==> src/verilog/mem_unit_defs.svh <==
`ifndef MEM_UNIT_DEFS_SVH
`define MEM_UNIT_DEFS_SVH

// one storage row holds a full data word.
`define MEM_DATA_WIDTH 64

// bits 8 to 3 select the row, bits 2 to 0 the byte.
`define MEM_ADDR_WIDTH 9

`define MEM_WORDS 64

`define MEM_MASK_WIDTH (`MEM_DATA_WIDTH / 8)

`endif
==> src/verilog/mem_op_pkg.sv <==
`default_nettype none

package mem_op_pkg;

  typedef enum logic [5:0] {
    LB        = 6'h00,
    LH        = 6'h01,
    LW        = 6'h02,
    LD        = 6'h03,
    LBU       = 6'h04,
    LHU       = 6'h05,
    LWU       = 6'h06,
    SB        = 6'h08,
    SH        = 6'h09,
    SW        = 6'h0a,
    SD        = 6'h0b,
    SM        = 6'h0c, // byte lanes come from the request mask.
    AMOSWAP_W = 6'h10,
    AMOADD_W  = 6'h11,
    AMOXOR_W  = 6'h12,
    AMOAND_W  = 6'h13,
    AMOOR_W   = 6'h14,
    AMOMIN_W  = 6'h15,
    AMOMAX_W  = 6'h16,
    AMOMINU_W = 6'h17,
    AMOMAXU_W = 6'h18,
    AMOSWAP_D = 6'h20,
    AMOADD_D  = 6'h21,
    AMOXOR_D  = 6'h22,
    AMOAND_D  = 6'h23,
    AMOOR_D   = 6'h24,
    AMOMIN_D  = 6'h25,
    AMOMAX_D  = 6'h26,
    AMOMINU_D = 6'h27,
    AMOMAXU_D = 6'h28
  } mem_opcode_e;

  typedef enum logic [1:0] {
    SIZE_B = 2'b00,
    SIZE_H = 2'b01,
    SIZE_W = 2'b10,
    SIZE_D = 2'b11
  } mem_size_e;

endpackage

`default_nettype wire

==> src/verilog/load_extract.sv <==
`timescale 1ns/10ps
`default_nettype none

`include "mem_unit_defs.svh"

module load_extract (
  input  mem_op_pkg::mem_opcode_e    opcode_i,
  input  logic [2:0]                 byte_off_i,
  input  logic [`MEM_DATA_WIDTH-1:0] rd_data_i,
  output logic [`MEM_DATA_WIDTH-1:0] load_value_o
);

  mem_op_pkg::mem_size_e size;
  logic                  sign_ext;
  logic                  returns_data;
  logic [7:0]            byte_sel;
  logic [15:0]           half_sel;
  logic [31:0]           word_sel;

  // low offset bits below the access size drop out of the lane index.
  assign byte_sel = rd_data_i[{byte_off_i, 3'b000} +: 8];
  assign half_sel = rd_data_i[{byte_off_i[2:1], 4'b0000} +: 16];
  assign word_sel = rd_data_i[{byte_off_i[2], 5'b00000} +: 32];

  always_comb begin
    size         = mem_op_pkg::SIZE_D;
    sign_ext     = 1'b0;
    returns_data = 1'b1;
    case (opcode_i)
      mem_op_pkg::LB: begin
        size     = mem_op_pkg::SIZE_B;
        sign_ext = 1'b1;
      end
      mem_op_pkg::LBU: size = mem_op_pkg::SIZE_B;
      mem_op_pkg::LH: begin
        size     = mem_op_pkg::SIZE_H;
        sign_ext = 1'b1;
      end
      mem_op_pkg::LHU: size = mem_op_pkg::SIZE_H;
      mem_op_pkg::LW, mem_op_pkg::AMOSWAP_W, mem_op_pkg::AMOADD_W,
      mem_op_pkg::AMOXOR_W, mem_op_pkg::AMOAND_W, mem_op_pkg::AMOOR_W,
      mem_op_pkg::AMOMIN_W, mem_op_pkg::AMOMAX_W, mem_op_pkg::AMOMINU_W,
      mem_op_pkg::AMOMAXU_W: begin
        size     = mem_op_pkg::SIZE_W;
        sign_ext = 1'b1;
      end
      mem_op_pkg::LWU: size = mem_op_pkg::SIZE_W;
      mem_op_pkg::LD, mem_op_pkg::AMOSWAP_D, mem_op_pkg::AMOADD_D,
      mem_op_pkg::AMOXOR_D, mem_op_pkg::AMOAND_D, mem_op_pkg::AMOOR_D,
      mem_op_pkg::AMOMIN_D, mem_op_pkg::AMOMAX_D, mem_op_pkg::AMOMINU_D,
      mem_op_pkg::AMOMAXU_D: size = mem_op_pkg::SIZE_D;
      default: returns_data = 1'b0; // stores respond with zero.
    endcase
  end

  always_comb begin
    if (!returns_data) begin
      load_value_o = '0;
    end else begin
      case (size)
        mem_op_pkg::SIZE_B: load_value_o = {{56{sign_ext & byte_sel[7]}}, byte_sel};
        mem_op_pkg::SIZE_H: load_value_o = {{48{sign_ext & half_sel[15]}}, half_sel};
        mem_op_pkg::SIZE_W: load_value_o = {{32{sign_ext & word_sel[31]}}, word_sel};
        default:            load_value_o = rd_data_i;
      endcase
    end
  end

endmodule

`default_nettype wire

==> config.mk <==
export PLATFORM = sky130hd
export DESIGN_NAME = load_extract
export DESIGN_NICKNAME = d
export VERILOG_FILES = /design/src/verilog/mem_op_pkg.sv /design/src/verilog/load_extract.sv
export VERILOG_INCLUDE_DIRS = /design/src /design/src/verilog
export SDC_FILE = /design/constraint.sdc
export NUM_CORES = 1
export LEC_CHECK = 0
export BUFFER_PORTS_ARGS = -buffer_cell sky130_fd_sc_hd__buf_2
export CAP_MARGIN = 5
export CORE_MARGIN = 2
export CORE_UTILIZATION = 47
export DETAILED_ROUTE_END_ITERATION = 8
export PLACE_DENSITY = 0.92
export SLEW_MARGIN = 10
export SYNTH_ARGS = -nofsm -noshare
export SYNTH_HDL_FRONTEND = slang
export SYNTH_SLANG_ARGS = --single-unit
==> constraint.sdc <==
create_clock -name vclk -period 7.35
set_input_delay 1.47 -clock vclk [all_inputs]
set_output_delay 1.47 -clock vclk [all_outputs]
set_load 0.03 [all_outputs]
# Word-level counts from Yosys, hierarchy flattened
# Index checks and enable logic that the tools add are counted.
totals:
  out_inout_bits: 64
  elab_cells: 44
  ff_bits: 0
  inputBits: 73
op_classes:
  n_reduce_logical: 7
  mux: 5
  shifts: 3
  bitwise_logic: 3
  n_eq_ne: 26
op_table:
  columns: ["op", "n"]
  rows:
  - ["case mux 64 bit (3 select lines)", 1]
  - ["two-way mux 64 bit", 1]
  - ["indexed part select 64 x 7 -> 16 bit", 1]
  - ["indexed part select 64 x 7 -> 32 bit", 1]
  - ["indexed part select 64 x 7 -> 8 bit", 1]
  - ["equality test 6 x 5 -> 1 bit, second input constant", 9]
  - ["equality test 6 bit, second input constant", 9]
  - ["OR reduction 25 bit", 1]
  - ["equality test 6 x 3 -> 1 bit, second input constant", 3]
  - ["equality test 6 x 2 -> 1 bit, second input constant", 2]
  - ["OR reduction 12 bit", 1]
  - ["OR reduction 11 bit", 1]
  - ["equality test 6 x 1 -> 1 bit, second input constant", 1]
  - ["logical NOT 6 bit", 1]
  - ["case mux 2 bit (3 select lines)", 1]
  - ["OR reduction 2 bit", 2]
  - ["AND 1 bit", 3]
  - ["equality test 2 x 1 -> 1 bit, second input constant", 1]
  - ["equality test 2 bit, second input constant", 1]
  - ["logical NOT 2 bit", 1]
  - ["two-way mux 1 bit", 2]

# Depth between registers and ports, before layout
depth:
  word_depth: 6
  ltp_mapped: 8
  depth_no_buf: 5

# Worst setup path after synthesis
# No wires, ideal clock.
synth_timing:
  kind: "input port to output port"
  startpoint: "in opcode_i[1]"
  endpoint: "out load_value_o[22]"
  t_required_ns: 5.880
  n_path_buf: 3
  t_arrival_ns: 3.532
  setup_slack_ns: 2.348
  cell_stages: 8
  cell_sequence: "buf_4 -> or4b_4 -> a31o_2 -> nor4b_4 -> buf_6 -> a41oi_4 -> buf_6 -> a21oi_1"
synth_via:
  elab_chain_len: 6
  elab_cells_between_ends: 40
  cone_classes: "eq/ne: 26; mux: 5; bitwise: 2; reduce/logical: 7"
synth_lines:
  columns: ["element", "line", "rtl"]
  rows:
  - ["start: declaration", "load_extract.sv:7", "input mem_op_pkg::mem_opcode_e opcode_i,"]
  - ["equality test 6 x 3 -> 1 bit, or another cell as far along", "load_extract.sv:29", "case (opcode_i)"]
  - ["OR reduction 11 bit (no source line), or another cell as far along", null, null]
  - ["case mux 2 bit (3 select lines) / two-way mux 1 bit (equally long branches)", "load_extract.sv:29", null]
  - ["equality test 2 bit, or another cell as far along", "load_extract.sv:60", "case (size)"]
  - ["case mux 64 bit (3 select lines)", "load_extract.sv:60", null]
  - ["two-way mux 64 bit *", "load_extract.sv:57", "if (!returns_data) begin"]
  - ["end: declaration", "load_extract.sv:10", "output logic [`MEM_DATA_WIDTH-1:0] load_value_o"]
# Mark *: on every way between the ends. The rest lies on a longest branch, timed or not.

# Worst setup path after layout
layout_timing:
  startpoint: "in byte_off_i[2]"
  endpoint: "out load_value_o[18]"
layout_via:
  elab_chain_len: 4
  elab_cells_between_ends: 7
  cone_classes: "shift: 3; mux: 2; bitwise: 2"
layout_lines:
  columns: ["element", "line", "rtl"]
  rows:
  - ["start: declaration", "load_extract.sv:8", "input logic [2:0] byte_off_i,"]
  - ["indexed part select 64 x 7 -> 16 bit / indexed part select 64 x 7 -> 8 bit (equally long branches)", "load_extract.sv:22, load_extract.sv:21", null]
  - ["AND 1 bit, on equally long branches", "load_extract.sv:62, load_extract.sv:61", null]
  - ["case mux 64 bit (3 select lines) *", "load_extract.sv:60", null]
  - ["two-way mux 64 bit *", "load_extract.sv:57", null]
# Marked as above.

==> impl_metrics.env <==
export IMPL_path_max_fanout=52
export IMPL_dieArea_sq_um=5640
export IMPL_num_rows=25
export IMPL_layout_min_cycle_time_ns=5.56
export IMPL_vias=3086
export IMPL_io_buffers=137
export IMPL_mostFrequentLayoutCell="buf_2"
export IMPL_crit_arrival_ns=4.09
export IMPL_synth_cell_types=43
export IMPL_hold_buffers=0
export IMPL_syn_area_per_cell_sq_um=7.54
export IMPL_cts_resized=0
export IMPL_ys_seq_area_frac=0
export IMPL_die_w_um=75.1
export IMPL_synth_xor_area_share=0
export IMPL_grt_pass1_vias=2813
export IMPL_path_depth=6
export IMPL_rsz0062_at_grt="no"
export IMPL_period_share=0.757
export IMPL_tns_ns=0
export IMPL_core_area_sq_um=4790
export IMPL_multi_input_area_sq_um=2170
export IMPL_fmax_ghz=0.180
export IMPL_crit_family="buffers and inverters"
export IMPL_maxSlewViolCount=0
export IMPL_synth_compound_area_frac=0.349
export IMPL_grt_max_degree=53
export IMPL_drtIter0Drc=326
export IMPL_drt_wl_total_um=8670
export IMPL_seq_cells=0
export IMPL_critical_path_endpoint_type="primary output"
export IMPL_grtUsageTotal=0.290
export IMPL_peakVddDrop_mv=0.0521
export IMPL_cap_violations=0
export IMPL_final_antenna_net_count=0
export IMPL_antenna_found_initial=0
export IMPL_critPathRequiredTime_ns=5.88
export IMPL_synth_fa_ha_area_frac=0
export IMPL_wl_per_cell_um=17.9
export IMPL_nNetsFinal=492
export IMPL_min_path_cells=3
export IMPL_powerDensity_nw_per_um2=83.4
export IMPL_setup_viol=0
export IMPL_slowest_stage="buf_2"
export IMPL_worstMarginPinSlew_ns=1.21
export IMPL_status="finished clean"
export IMPL_crit_buf_inv=2
export IMPL_whs_ns=3.31
export IMPL_hold_path_end="load_value_o[39]"
export IMPL_relSlewSlack=0.190
export IMPL_path_class="in2out"
export IMPL_layout_drive_gt1_share=0.532
export IMPL_hold_violations=0
export IMPL_synth_simple_area_share=0.185
export IMPL_synth_area_mux_share=0.379
export IMPL_postCtsSetupBuffers=0
export IMPL_drc=0
export IMPL_seqCellArea_sq_um=0
export IMPL_place_gp_congestion=0.905
export IMPL_hp_class="in2out"
export IMPL_drtPass1Iterations=5
export IMPL_layout_common_cells="137 x buf_2, 57 x a21oi_1, 45 x nor2_1, 35 x mux2_2, 25 x o21ai_0"
export IMPL_grt_pass1_wl_um=13200
export IMPL_synth_cells=315
export IMPL_synth_top_family_by_area="multiplexers"
export IMPL_start_util=0.496
export IMPL_power_leakage_nw=1.47
export IMPL_clock_buffers=0
export IMPL_crit_chain="buf_2, o311ai_2, nor4b_4, a41oi_4, a21oi_1, buf_2"
export IMPL_pin_count=137
export IMPL_synth_nets=388
export IMPL_viasPerCell=6.38
export IMPL_num_antenna_cells=0
export IMPL_fillers=440
export IMPL_hold_start="rd_data_i[39]"
export IMPL_die_h_um=75.1
export IMPL_slowest_delay_ns=0.82
export IMPL_cp_start_kind="input port"
export IMPL_grt_ovfl_total=0
export IMPL_yosysWarnings=0
export IMPL_syn_area_sq_um=2380
export IMPL_hpwl_um=6220
export IMPL_syn_to_final_growth_pct=25.7
export IMPL_crit_path_frequent_cell="buf_2"
-- stage by stage --
step	cells	power, W	setup WS [ns]	cell area, sq um	util
after global routing	484	0.000265	1.66	2990	0.624
after CTS	484	0.000246	1.84	2990	0.624
after floorplan	315	0.000174	2.35	2380	-
final	484	0.000249	1.79	2990	0.624
after global placement	484	0.000241	1.91	2990	0.624
after detailed placement	484	0.000245	1.85	2990	0.624
-- cell families (layout without fill, tap and decap cells) --
group | count (synthesis) | after routing
AND/OR/NAND/NOR | 89 | 89
buffers and inverters | 42 | 144
multiplexers | 58 | 58
AO/OA/AOI/OAI | 126 | 126
-- per-layer routing --
layer | wire, um | vias to the layer above | GRT usage
li1 | - | 1433 | -
met1 | 3330 | 1411 | 0.397
met2 | 4210 | 229 | 0.491
met3 | 1060 | 13 | 0.0402
met4 | 76 | 0 | 0.0536
met5 | 0 | - | 0
-- power by group --
part | switching (W) | internal (W)
registers | 0 | 0
logic | 0.000155 | 0.0000940
clock network | 0 | 0
total | 0.000155 | 0.0000940
-- worst max path at each step --
stage | from | endpoint | slack (ns)
2_1_floorplan | opcode_i[1] | load_value_o[22] | 2.35
3_3_place_gp | byte_off_i[2] | load_value_o[50] | 1.91
3_5_place_dp | byte_off_i[2] | load_value_o[46] | 1.85
4_1_cts | byte_off_i[2] | load_value_o[46] | 1.84
5_1_grt | byte_off_i[2] | load_value_o[43] | 1.66
6_report | byte_off_i[2] | load_value_o[18] | 1.79
-- cell type report --
class,instances,area share
timing repair buffer,142,0.242
inverter,2,0.00251
multi-input combinational,273,0.727
tap,67,0.0281
-- Yosys cell counts (all sizes together) --
library cell | n | area, sq um
nor4 | 1 | 6.26
nor3 | 7 | 40.0
a221oi | 1 | 8.76
and3 | 1 | 6.26
a22oi | 1 | 7.51
mux4 | 22 | 495
a21oi | 57 | 285
and2 | 1 | 6.26
nand2b | 2 | 12.5
or3b | 1 | 8.76
or3 | 2 | 12.5
mux2 | 35 | 394
buf | 17 | 114
o31ai | 1 | 12.5
nand4 | 15 | 93.8
a31oi | 3 | 25.0
a21o | 17 | 140
or4b | 1 | 13.8
nand2 | 11 | 41.3
nor4b | 1 | 23.8
a222oi | 1 | 10.0
o21ba | 2 | 26.3
a32o | 7 | 70.1
o21ai | 25 | 125
clkbuf | 23 | 86.3
o22ai | 1 | 6.26
a41oi | 1 | 27.5
o311ai | 1 | 16.3
nor2b | 1 | 6.26
mux2i | 1 | 10.0
o21bai | 2 | 15.0
inv | 2 | 7.51
nor2 | 45 | 169
a211o | 4 | 35.0
a31o | 2 | 17.5
No activity file was read; power rests on OpenSTA's default activity.
