===== src/verilog/mem_unit_defs.svh =====
`ifndef MEM_UNIT_DEFS_SVH
`define MEM_UNIT_DEFS_SVH

// one storage row holds a full data word.
`define MEM_DATA_WIDTH 64

// bits 8 to 3 select the row, bits 2 to 0 the byte.
`define MEM_ADDR_WIDTH 9

`define MEM_WORDS 64

`define MEM_MASK_WIDTH (`MEM_DATA_WIDTH / 8)

`endif

===== src/verilog/mem_op_pkg.sv =====
`default_nettype none

package mem_op_pkg;

  typedef enum logic [5:0] {
    LB        = 6'h00,
    LH        = 6'h01,
    LW        = 6'h02,
    LD        = 6'h03,
    LBU       = 6'h04,
    LHU       = 6'h05,
    LWU       = 6'h06,
    SB        = 6'h08,
    SH        = 6'h09,
    SW        = 6'h0a,
    SD        = 6'h0b,
    SM        = 6'h0c, // byte lanes come from the request mask.
    AMOSWAP_W = 6'h10,
    AMOADD_W  = 6'h11,
    AMOXOR_W  = 6'h12,
    AMOAND_W  = 6'h13,
    AMOOR_W   = 6'h14,
    AMOMIN_W  = 6'h15,
    AMOMAX_W  = 6'h16,
    AMOMINU_W = 6'h17,
    AMOMAXU_W = 6'h18,
    AMOSWAP_D = 6'h20,
    AMOADD_D  = 6'h21,
    AMOXOR_D  = 6'h22,
    AMOAND_D  = 6'h23,
    AMOOR_D   = 6'h24,
    AMOMIN_D  = 6'h25,
    AMOMAX_D  = 6'h26,
    AMOMINU_D = 6'h27,
    AMOMAXU_D = 6'h28
  } mem_opcode_e;

  typedef enum logic [1:0] {
    SIZE_B = 2'b00,
    SIZE_H = 2'b01,
    SIZE_W = 2'b10,
    SIZE_D = 2'b11
  } mem_size_e;

endpackage

`default_nettype wire


===== src/verilog/mem_pkt_pkg.sv =====
`default_nettype none

`include "mem_unit_defs.svh"

package mem_pkt_pkg;

  // request packet as it arrives from the cache front end.
  typedef struct packed {
    mem_op_pkg::mem_opcode_e     opcode;
    logic [`MEM_ADDR_WIDTH-1:0]  addr;
    logic [`MEM_DATA_WIDTH-1:0]  data;
    logic [`MEM_MASK_WIDTH-1:0]  mask; // only read by SM.
  } mem_req_s;

  typedef struct packed {
    logic [`MEM_DATA_WIDTH-1:0] data;
  } mem_rsp_s;

endpackage

`default_nettype wire


===== src/verilog/mem_ctrl.sv =====
`timescale 1ns/10ps
`default_nettype none

`include "mem_unit_defs.svh"

module mem_ctrl (
  input  logic                       clk_i,
  input  logic                       reset_i,
  input  logic                       v_i,
  output logic                       ready_o,
  input  logic                       yumi_i,
  output logic                       v_o,
  input  logic [`MEM_DATA_WIDTH-1:0] load_value_i,
  input  logic                       is_write_i,
  output logic                       wr_en_o,
  output mem_pkt_pkg::mem_rsp_s      rsp_o
);

  logic                  v_r;
  logic                  accept;
  mem_pkt_pkg::mem_rsp_s rsp_r;

  // the slot frees up in the same cycle the sink takes it.
  assign ready_o = ~v_r | yumi_i;
  assign accept  = v_i & ready_o;
  assign wr_en_o = accept & is_write_i;

  always_ff @(posedge clk_i) begin
    if (reset_i) begin
      v_r <= 1'b0;
    end else if (ready_o) begin
      v_r <= v_i;
    end
  end

  always_ff @(posedge clk_i) begin
    if (accept) begin
      rsp_r.data <= load_value_i; // value read before the write lands.
    end
  end

  assign v_o   = v_r;
  assign rsp_o = rsp_r;

  // a stalled response must not change or vanish.
  assert property (@(posedge clk_i) disable iff (reset_i)
    v_o && !yumi_i |=> v_o && $stable(rsp_o));

  assert property (@(posedge clk_i) disable iff (reset_i) yumi_i |-> v_o);

endmodule

`default_nettype wire


===== config.mk =====
export PLATFORM = sky130hd
export DESIGN_NAME = mem_ctrl
export DESIGN_NICKNAME = d
export VERILOG_FILES = /design/src/verilog/mem_op_pkg.sv /design/src/verilog/mem_pkt_pkg.sv /design/src/verilog/mem_ctrl.sv
export VERILOG_INCLUDE_DIRS = /design/src /design/src/verilog
export SDC_FILE = /design/constraint.sdc
export NUM_CORES = 1
export LEC_CHECK = 0
export ABC_AREA = 1
export BUFFER_PORTS_ARGS = -buffer_cell sky130_fd_sc_hd__buf_2
export CORE_MARGIN = 4
export CORE_UTILIZATION = 43
export CTS_CLUSTER_DIAMETER = 40
export CTS_CLUSTER_SIZE = 30
export DETAILED_ROUTE_END_ITERATION = 8
export GPL_ROUTABILITY_DRIVEN = 1
export PLACE_DENSITY_LB_ADDON = 0.1
export SLEW_MARGIN = 20
export SYNTH_ARGS = -nofsm -noshare
export SYNTH_HDL_FRONTEND = slang
export SYNTH_SLANG_ARGS = --single-unit

===== constraint.sdc =====
create_clock -name clk_i -period 5.9 [get_ports clk_i]
set_input_delay 1.18 -clock clk_i [delete_from_list [all_inputs] [get_ports clk_i]]
set_output_delay 1.18 -clock clk_i [all_outputs]
set_load 0.1 [all_outputs]

Yosys cells after proc, flatten, opt, wreduce, memory -nomap -nowiden
Index checks and enable logic that the tools add are counted.
{"block": "totals", "in_bits": 69, "out_inout_bits": 67, "register_bits": 65, "elab_cells": 6}
{"block": "op_classes", "n_bitwise": 4}
{"cell": "$and A1 B1 Y1", "n": 2}
{"cell": "$not A1 Y1", "n": 1}
{"cell": "$or A1 B1 Y1", "n": 1}

Logic depth before layout (Yosys ltp)
Gate-level depths: netlist of the first run.
{"block": "depth", "ltp_word": 4, "depth_mapped": 4}

Worst setup path before layout of the first run
OpenSTA, ideal clock, no wires.
{"block": "synth_path", "path_type": "input to output", "from": "in yumi_i", "to": "out wr_en_o", "t_required_ns": 4.720, "path_buffers": 0, "slack_ns": 2.196, "path_stages": 4, "arrival_ns": 2.524, "path_cell_list": "inv_1 > nand2_2 > nand2_2 > nor2_2"}
{"block": "synth_via", "elab_chain_len": 3}
{"item": "start, declared", "line": "mem_ctrl.sv:11", "source": "input logic yumi_i,"}
{"item": "$or A1 B1 Y1", "line": "mem_ctrl.sv:24", "source": "assign ready_o = ~v_r | yumi_i;"}
{"item": "net ready_o", "line": "mem_ctrl.sv:10", "source": "output logic ready_o,"}
{"item": "$and A1 B1 Y1", "line": "mem_ctrl.sv:25", "source": "assign accept = v_i & ready_o;"}
{"item": "$and A1 B1 Y1", "line": "mem_ctrl.sv:26", "source": "assign wr_en_o = accept & is_write_i;"}
{"item": "end, declared", "line": "mem_ctrl.sv:15", "source": "output logic wr_en_o,"}
The timed path passes the listed nets, and every way through them passes these cells.

Final worst setup path of the first run
{"block": "layout_path", "from": "in yumi_i", "to": "out wr_en_o"}
{"block": "layout_via", "elab_chain_len": 3}
{"item": "$or A1 B1 Y1", "line": "mem_ctrl.sv:24"}
{"item": "$and A1 B1 Y1", "line": "mem_ctrl.sv:25"}
{"item": "$and A1 B1 Y1", "line": "mem_ctrl.sv:26"}
Every way passes these cells.

==> results of run 1 <==
[logic make-up after synthesis]
group	share of synthesized area, %
buffers and inverters	0.758
AO/OA/AOI/OAI	0.252
flip-flops	98.0
AND/OR/NAND/NOR	0.948
[state kept, by name, summed over array words and instances (netlist names)]
name / count
rsp_o: 64
v_o: 1
[layout make-up]
type,instances,area (µm²),area share (%)
flip-flops and latches,65,1940,66.8
well taps,52,65.1,2.24
multi-input cells,4,23.8,0.818
clock buffers,12,135,4.65
inverters,4,15.0,0.516
clock inverters,4,43.8,1.51
repair buffers,136,683,23.5
[metal layers]
metal / routed length (µm) / GRT usage [%] / vias to the layer above
met5: 0 / 0 / -
met4: 41 / 9.32 / 0
met3: 589 / 6.20 / 4
met2: 2180 / 22.9 / 77
met1: 1270 / 13.0 / 543
li1: - / - / 578
[critical path, delay by kind of cell]
| kind | cells | cell delay, ns |
|---|---|---|
| buffers and inverters | 3 | 0.54 |
| and+or+nand+nor | 3 | 0.20 |
[through the flow]
| step | power, W | hold slack, ns | cells | util (%) | worst slack [ns] |
|---|---|---|---|---|---|
| finish | 0.00114 | 0.508 | 277 | 65.9 | 2.80 |
| floorplan | 0.000761 | 1.25 | 73 | - | 2.20 |
| global placement | 0.000807 | 0.482 | 261 | 61.8 | 2.82 |
| CTS | 0.00115 | 0.505 | 277 | 65.9 | 2.78 |
| global route | 0.00118 | 0.519 | 277 | 65.9 | 2.75 |
| detailed placement | 0.000810 | 0.492 | 261 | 61.8 | 2.79 |
[worst min-delay path by stage]
stage,slack (ns),end,depth (start not counted)
after floorplan,1.25,v_o,1
final,0.51,v_o,2
after detailed placement,0.49,v_o,2
after CTS,0.50,v_o,2
after global routing,0.52,v_o,2
after global placement,0.48,v_o,2
[power groups by stage]
stage,Clock [W],Combinational (W),Sequential (W)
3_3_place_gp,0,0.000253,0.000555
5_1_grt,0.000371,0.000260,0.000548
3_5_place_dp,0,0.000255,0.000556
6_report,0.000341,0.000253,0.000546
2_1_floorplan,0,0.0000148,0.000746
4_1_cts,0.000352,0.000255,0.000546
[cells in the final DEF, fill, tap and decap left out]
cell type	netlist	routed
sky130_fd_sc_hd__nor2_2	1	1
sky130_fd_sc_hd__clkbuf_1	0	3
sky130_fd_sc_hd__inv_1	4	3
sky130_fd_sc_hd__a21oi_1	1	1
sky130_fd_sc_hd__nand2_2	2	2
sky130_fd_sc_hd__dfxtp_1	1	1
sky130_fd_sc_hd__clkinv_1	0	1
sky130_fd_sc_hd__buf_4	0	1
sky130_fd_sc_hd__bufinv_16	0	1
sky130_fd_sc_hd__buf_2	0	135
sky130_fd_sc_hd__edfxtp_1	64	64
sky130_fd_sc_hd__clkbuf_8	0	9
sky130_fd_sc_hd__inv_2	0	1
sky130_fd_sc_hd__clkinv_2	0	2
==> implementation parameters, run 1 <==
Parameter                              Value

Synthesis
  Most used standard cell by instance count after synthesis    sky130_fd_sc_hd__edfxtp_1
  Synth Register Bits    65
  Cell type with the largest total area after synthesis    sky130_fd_sc_hd__edfxtp_1
  Count of flip-flops with a built-in enable after synthesis    64
  Syn. warnings    0
  Summed instance area of the synthesized netlist    1980 µm²
  Leading post-synthesis cells by cell area    sky130_fd_sc_hd__edfxtp_1, sky130_fd_sc_hd__dfxtp_1, sky130_fd_sc_hd__inv_1
  Proportion of register bits with asynchronous set or reset after synthesis    0%
  Most used standard cells in the synthesized netlist    sky130_fd_sc_hd__edfxtp_1, sky130_fd_sc_hd__inv_1, sky130_fd_sc_hd__nand2_2
  Cells after Synth    73
  Fraction of the yosys area taken by sequential cells    98.0%
  Number of unique standard cell types used by synthesis    6
  Fraction of synthesized cell area taken by the top area cell type    97.0%
  Average footprint of a synthesized cell    27.1 µm²
  Top flip-flop cell by instance count after synthesis    sky130_fd_sc_hd__edfxtp_1
  Number of nets produced by synthesis    142

Flow run
  Maximum Capacitance Violations    0

Power
  Clock power frac    29.9%
  Total internal power    0.000766 W
  P per Cell Area    392 nW/µm²
  Fraction of power consumed by sequential logic    47.9%
  Static leakage    1.29 nW
  Proportion of power drawn by combinational gates    22.2%
  Peak supply drop    0.000258 V
  Net switching share of the total power    32.8%
  Switching power total    0.000373 W

Worst setup path
  Cell-by-cell trace of the critical path    buf_2 > inv_1 > nand2_2 > nand2_2 > nor2_2 > buf_2
  Origin of the critical flop-to-flop path    v_o
  R2R Path End    rsp_o[8]
  Worst path arrival time    around 1.9 ns
  Max stage delay on crit path    ~0.42 ns
  Required time worst endpoint    4.72 ns
  Setup crit start    yumi_i
  Worst-path maximum fanout    3
  Crit path capture type    output port
  Cell count of the worst reg-to-reg path    4
  Worst setup path end    wr_en_o
  Register-to-register setup slack    4.12 ns
  Type of the setup path with the least slack    in2out
  Crit path launch type    primary input
  Slowest cell on the critical path    sky130_fd_sc_hd__buf_2

Timing
  Transition time at the pin with the least slew margin    0.626 ns
  Total setup violations reported at the end of the flow    0
  Worst slew margin relative to its limit    58.2%
  Setup TNS    0 ns
  Minimum clock period after layout    3.10 ns
  Clock Skew    0.00877 ns
  Highest attainable clock frequency    322 MHz
  Unrepaired setup endpoints after global routing    no
  Final hold violation count    0
  Final worst-path cycle share    52.6%
  Final Max Slew Viols    0

Global routing
  Wire length of the first global-routing pass    between 5000 and 6000 µm
  GRT overflow    0
  Total global routing track utilization    13.6%
  Number of global-route vias before repair    1158
  Antenna violations before repair    0
  Maximum number of pins on one net before global-route repair    34

Detailed routing
  Detailed-route via count    1202
  Remaining antenna violation count    0
  Total DRC errors in the routed layout    0
  Routed via count divided by cell count    around 4.3
  Average wire per standard cell    14.7 µm
  DRC violation total after the first TritonRoute iteration    61
  Number of detailed-route iterations in the first pass    3
  Routed wire length    between 4000 and 5000 µm

Die
  Die outline width    75.9 µm
  DIE HEIGHT    75.9 µm
  Top-level port count    approximately 140
  Core area    4410 µm²
  Site row count    24
  Starting Density    44.9%
  Area of the die    between 5000 and 6000 µm²

CTS
  Number of CTS-inserted buffers    9
  Clock-pin slew on the worst setup and hold paths    0.06 ns
  Sink count of the clock tree    65
  Latest clock arrival within the worst-skew pair    0.32 ns
  CTS tree    yes
  Cell at the root of the clock tree    sky130_fd_sc_hd__clkbuf_8
  Clock H-tree levels    3
  Resize count post-CTS    0
  Number of buffers between clock root and the deepest sink    2
  Hold-fix buffer count after cts    0
  Post-CTS repair timing setup buffer count    0

Min path
  Worst hold path type    reg2reg
  Worst min-delay path startpoint    v_o

Place
  Gpl congestion    0.660
  Port buffer count    roughly 140
  Estimated wirelength of the detail-placed design    around 3100 µm
  Placed cell areas    2730 µm²

Finish
  Synthesis-to-finish area growth    46.8%
  Net count reported at finish    289
  Share of layout cells above drive strength 1    67.6%
  Number of diodes    0
  FILL cells    342
  Layout Cell Area excl Fill    slightly below 3000 µm²

Outcome
  Outcome    completed
Note: power is estimated with default switching activity, not from simulation.
==> inputs of run 2 (changes only) <==
Settings changed: CORE_UTILIZATION 43 to 36.
Clock period 5.9 ns to 2.7 ns, I/O delays scaled along.
==> run 2 against run 1 <==
  * Critical path depth decreased by 2
  * Combinational power up 120%
  * Via count is 0.92% higher
  * Critical path type is now reg2out
  * Critical endpoint unchanged
  * Largest cell class unchanged
==> implementation parameters, run 2 (synthesis gave the netlist of run 1 again) <==
Parameter                              Value

CTS
  Resize count post-CTS    0
  Clock H-tree levels    3
  Sink count of the clock tree    65
  Number of buffers between clock root and the deepest sink    2
  Cell at the root of the clock tree    sky130_fd_sc_hd__clkbuf_8
  Hold-fix buffer count after cts    0
  Clock-pin slew on the worst setup and hold paths    0.07 ns
  CTS tree    yes
  Number of CTS-inserted buffers    9
  Post-CTS repair timing setup buffer count    0
  Latest clock arrival within the worst-skew pair    about 0.32 ns

Min path
  Hold Crit Endpoint    v_o
  Cell count of the worst hold path    2
  Worst hold path type    in2reg
  Worst min-delay path startpoint    reset_i

Detailed routing
  Routed via count divided by cell count    a little over 4
  Average wire per standard cell    around 14 µm
  Remaining antenna violation count    0
  Routed wire length    between 4000 and 5000 µm
  Detailed-route via count    1213
  DRC violation total after the first TritonRoute iteration    26
  Total DRC errors in the routed layout    0
  Number of detailed-route iterations in the first pass    4

Global routing
  Number of global-route vias before repair    1247
  Wire length of the first global-routing pass    5910 µm
  Total global routing track utilization    between 10% and 20%
  GRT overflow    0
  Maximum number of pins on one net before global-route repair    38
  Antenna violations before repair    0

Finish
  Layout Cell Area excl Fill    approximately 2900 µm²
  Net count reported at finish    just under 300
  Most frequent cells in the layout    sky130_fd_sc_hd__buf_2, sky130_fd_sc_hd__edfxtp_1, sky130_fd_sc_hd__clkbuf_8
  FILL cells    448
  Largest register FFs    64
  Synthesis-to-finish area growth    48.3%
  Leading cell type in the layout, fill and taps excluded    sky130_fd_sc_hd__buf_2
  Share of layout cells above drive strength 1    68.0%
  Number of diodes    0

Worst setup path
  Most frequent CP cell    sky130_fd_sc_hd__nand2_2
  Origin of the critical flop-to-flop path    v_o
  Cell count of the worst reg-to-reg path    4
  Max stage delay on crit path    0.42 ns
  Worst-path maximum fanout    3
  Worst path arrival time    1.30 ns
  Crit path launch type    register
  Register-to-register setup slack    1.39 ns
  R2R Path End    rsp_o[49]
  Required time worst endpoint    about 2.2 ns
  Crit path capture type    output port
  Slowest cell on the critical path    sky130_fd_sc_hd__buf_2
  Type of the setup path with the least slack    reg2out
  Cell-by-cell trace of the critical path    nand2_2 > nand2_2 > nor2_2 > buf_2

Timing
  PnR worst setup slack    0.863 ns
  Transition time at the pin with the least slew margin    approximately 0.50 ns
  Setup TNS    0 ns
  Highest attainable clock frequency    544 MHz
  Final hold violation count    0
  Unrepaired setup endpoints after global routing    no
  Clock Skew    between 0.009 and 0.01 ns
  Final Max Slew Viols    0
  Minimum clock period after layout    1.84 ns
  Final worst-path cycle share    68.0%
  Worst slew margin relative to its limit    67.0%
  Total setup violations reported at the end of the flow    0

Die
  Starting Density    38.1%
  Site row count    26
  Core area    5200 µm²
  Top-level port count    roughly 140
  Die outline width    82.2 µm
  Area of the die    about 6800 µm²
  DIE HEIGHT    82.2 µm

Place
  Port buffer count    about 140
  Placed cell areas    2760 µm²
  Gpl congestion    0.655
  Setup WS pre-CTS    0.866 ns
  Estimated wirelength of the detail-placed design    3190 µm

Power
  Total internal power    0.00166 W
  Switching power total    0.000805 W
  Peak supply drop    0.000482 V
  Fraction of power consumed by sequential logic    48.3%
  P per Cell Area    839 nW/µm²
  Net switching share of the total power    32.6%
  Clock power frac    29.2%
  Static leakage    ~1.3 nW
  Proportion of power drawn by combinational gates    between 20 and 25%

Flow run
  Maximum Capacitance Violations    0

Outcome
  Outcome    completed
==> run 2: changes by cell type in the layout (fill, tap and decap cells not counted) <==
| cell | before | now |
|---|---|---|
| sky130_fd_sc_hd__clkinvlp_4 | 0 | 1 |
| sky130_fd_sc_hd__dfxtp_1 | 1 | 0 |
| sky130_fd_sc_hd__clkinv_1 | 1 | 4 |
| sky130_fd_sc_hd__buf_4 | 1 | 2 |
| sky130_fd_sc_hd__clkbuf_1 | 3 | 0 |
| sky130_fd_sc_hd__dfxtp_2 | 0 | 1 |
| sky130_fd_sc_hd__inv_2 | 1 | 0 |
| sky130_fd_sc_hd__clkinv_2 | 2 | 1 |
==> run 2: power by group through the flow <==
stage	Combinational, W	Sequential, W	Clock [W]
finish	0.000554	0.00119	0.000720
global route	0.000572	0.00120	0.000795
CTS	0.000559	0.00119	0.000744
detailed placement	0.000559	0.00121	0
global placement	0.000554	0.00121	0
floorplan	0.0000332	0.00163	0
==> run 2: worst max-delay path, delay by kind of cell, from the launching register on <==
kind / cells / cell delay (ns)
buffers and inverters: 1 / 0.42
flip-flops: 1 / 0.33
AND/OR/NAND/NOR: 3 / 0.23
==> run 2: per-layer routing <==
metal / wire, µm / GRT usage [%]
met4: 54 / 6.98
met3: 691 / 7.48
met1: 1240 / 11.2
met2: 2080 / 21.2
met5: 0 / 0
==> run 2: worst max-delay path by stage <==
stage | from | end | slack (ns) | cells past startpoint
after floorplan | v_o | rsp_o[0] | 0.01 | 3
after global placement | yumi_i | wr_en_o | 0.88 | 6
after detailed placement | yumi_i | wr_en_o | 0.87 | 6
after CTS | v_o | wr_en_o | 0.84 | 4
after global routing | v_o | wr_en_o | 0.81 | 4
final | v_o | wr_en_o | 0.86 | 4
==> run 2: stage by stage <==
| step | std cells | power, W | hold slack (ns) | util (%) |
|---|---|---|---|---|
| after global placement | 280 | 0.00177 | 0.472 | 53.1 |
| after CTS | 295 | 0.00250 | 0.339 | 56.4 |
| after detailed placement | 280 | 0.00177 | 0.489 | 53.1 |
| after global routing | 295 | 0.00256 | 0.351 | 56.4 |
| final | 295 | 0.00247 | 0.356 | 56.4 |
| after floorplan | 73 | 0.00166 | 0.602 | - |
==> run 2: cell type report <==
cell class	instances	area, µm²	area share (%)
Clock buffer	9	124	4.22
Clock inverter	6	50.0	1.70
Inverter	4	18.8	0.639
Multi-Input combinational cell	4	23.8	0.809
Sequential cell	65	1940	66.1
Tap cell	70	87.6	2.98
Timing Repair Buffer	137	691	23.5
==> inputs of run 3 (changes only) <==
Clock period 2.7 ns to 1.5 ns, I/O delays scaled along.
==> run 3 against run 2 <==
  * Cell count grew 0.34%
  * Critical path depth shrank 3
  * Sequential power grew 81%
  * Critical path type unchanged
  * Critical endpoint is now v_o
==> implementation parameters, run 3 (synthesis gave the netlist of run 1 again) <==
Parameter                              Value

Outcome
  Outcome    completed

Die
  Core area    5200 µm²
  Area of the die    6750 µm²
  Starting Density    roughly two fifths
  Top-level port count    between 100 and 150
  DIE HEIGHT    82.2 µm
  Site row count    26
  Die outline width    82.2 µm

CTS
  Number of CTS-inserted buffers    9
  Sink count of the clock tree    65
  Number of buffers between clock root and the deepest sink    2
  Clock H-tree levels    3
  Resize count post-CTS    0
  Cell at the root of the clock tree    sky130_fd_sc_hd__clkbuf_8
  CTS tree    yes
  Latest clock arrival within the worst-skew pair    0.33 ns
  Clock-pin slew on the worst setup and hold paths    roughly 0.070 ns
  Hold-fix buffer count after cts    0
  Post-CTS repair timing setup buffer count    0

Detailed routing
  Average wire per standard cell    between 10 and 15 µm
  Number of detailed-route iterations in the first pass    4
  Detailed-route via count    1253
  Remaining antenna violation count    0
  Total DRC errors in the routed layout    0
  Routed wire length    4280 µm
  Routed via count divided by cell count    4.23
  DRC violation total after the first TritonRoute iteration    61

Worst setup path
  Bufs and invs on worst path    1
  Largest delay contributor family on the critical path    buffers and inverters
  Worst-path maximum fanout    2
  Slowest cell on the critical path    sky130_fd_sc_hd__buf_2
  Max stage delay on crit path    0.43 ns
  Cell-by-cell trace of the critical path    buf_2
  Type of the setup path with the least slack    reg2out
  Crit path launch type    register
  Crit path capture type    output port
  Required time worst endpoint    between 1 and 1.5 ns
  Worst path arrival time    1.13 ns

Finish
  Number of diodes    0
  FILL cells    about 440
  Largest register FFs    64
  Register area    1950 µm²
  Share of layout cells above drive strength 1    between 60% and 70%
  Total area of multi-input combinational cells    42.5 µm²
  Leading cell type in the layout, fill and taps excluded    sky130_fd_sc_hd__buf_2
  Net count reported at finish    290
  Synthesis-to-finish area growth    51.5%
  Most frequent cells in the layout    sky130_fd_sc_hd__buf_2, sky130_fd_sc_hd__edfxtp_1, sky130_fd_sc_hd__clkbuf_8

Global routing
  Total global routing track utilization    13.3%
  Wire length of the first global-routing pass    between 6000 and 7000 µm
  GRT overflow    0
  Maximum number of pins on one net before global-route repair    38
  Antenna violations before repair    0
  Number of global-route vias before repair    1300

Timing
  Minimum clock period after layout    1.43 ns
  Unrepaired setup endpoints after global routing    no
  Clock Skew    0.00748 ns
  Transition time at the pin with the least slew margin    approximately 0.51 ns
  Final worst-path cycle share    a little over nine tenths
  Highest attainable clock frequency    699 MHz
  Hold slack    0.109 ns
  Final hold violation count    0
  Total setup violations reported at the end of the flow    0
  Worst slew margin relative to its limit    approximately two thirds
  Final Max Slew Viols    0

Power
  P per Cell Area    1450 nW/µm²
  Static leakage    around 1.3 nW
  Total power    0.00436 W
  Peak supply drop    0.000624 V

Place
  Port buffer count    ~140
  Gpl congestion    0.666

Min path
  Worst hold path type    in2reg

Flow run
  Maximum Capacitance Violations    0
-- run 3: worst reg2reg max path: cells and delay by family (launching register included) --
kind / cells / cell delay (ns)
flip-flops: 1 / 0.36
AND/OR/NAND/NOR: 2 / 0.13
buffers and inverters: 2 / 0.32
-- run 3: routing by layer --
metal  vias up  global-route usage (%)  part of all wire, %
li1        581                       -                    -
met1       565                    13.1                   30
met2        90                    20.1                   50
met3        17                    7.38                   15
met4         0                    11.5                  4.2
met5         -                       0                    0
-- run 3: layout make-up --
type                    count  share of cell area, %
flip-flops and latches     65                   64.8
repair buffers            137                   24.8
clock buffers               9                   4.13
well taps                  70                   2.92
multi-input cells           4                   1.42
clock inverters             7                   1.25
inverters                   4                  0.625
-- run 3: final timing paths --
kind / startpoint / endpoint / slack, ns / cells past startpoint
worst max register to register: v_o / rsp_o[41] / 0.36 / 4
worst min-delay path: reset_i / v_o / 0.11 / 2
worst max-delay path: v_o / v_o / 0.07 / 1
worst min register to register: v_o / v_o / 0.52 / 2
-- run 3: through the flow --
step	worst slack (ns)	TNS [ns]	utilization [%]	std cells	instance area, µm²
2_1_floorplan	-0.690	-44.49	-	73	2010
3_3_place_gp	0.236	0	54.6	280	2840
3_5_place_dp	0.217	0	54.6	280	2840
4_1_cts	0.0409	0	57.7	296	3000
5_1_grt	0.0216	0	57.7	296	3000
6_report	0.0684	0	57.7	296	3000
-- run 3: power by group --
group / internal, W / leakage, nW / total, W / switching [W]
combinational: 0.000155 / 0.590 / 0.00103 / 0.000871
sequential: 0.00212 / 0.628 / 0.00215 / 0.0000246
clock: 0.000577 / 0.0799 / 0.00119 / 0.000610
total: 0.00285 / 1.30 / 0.00436 / 0.00151
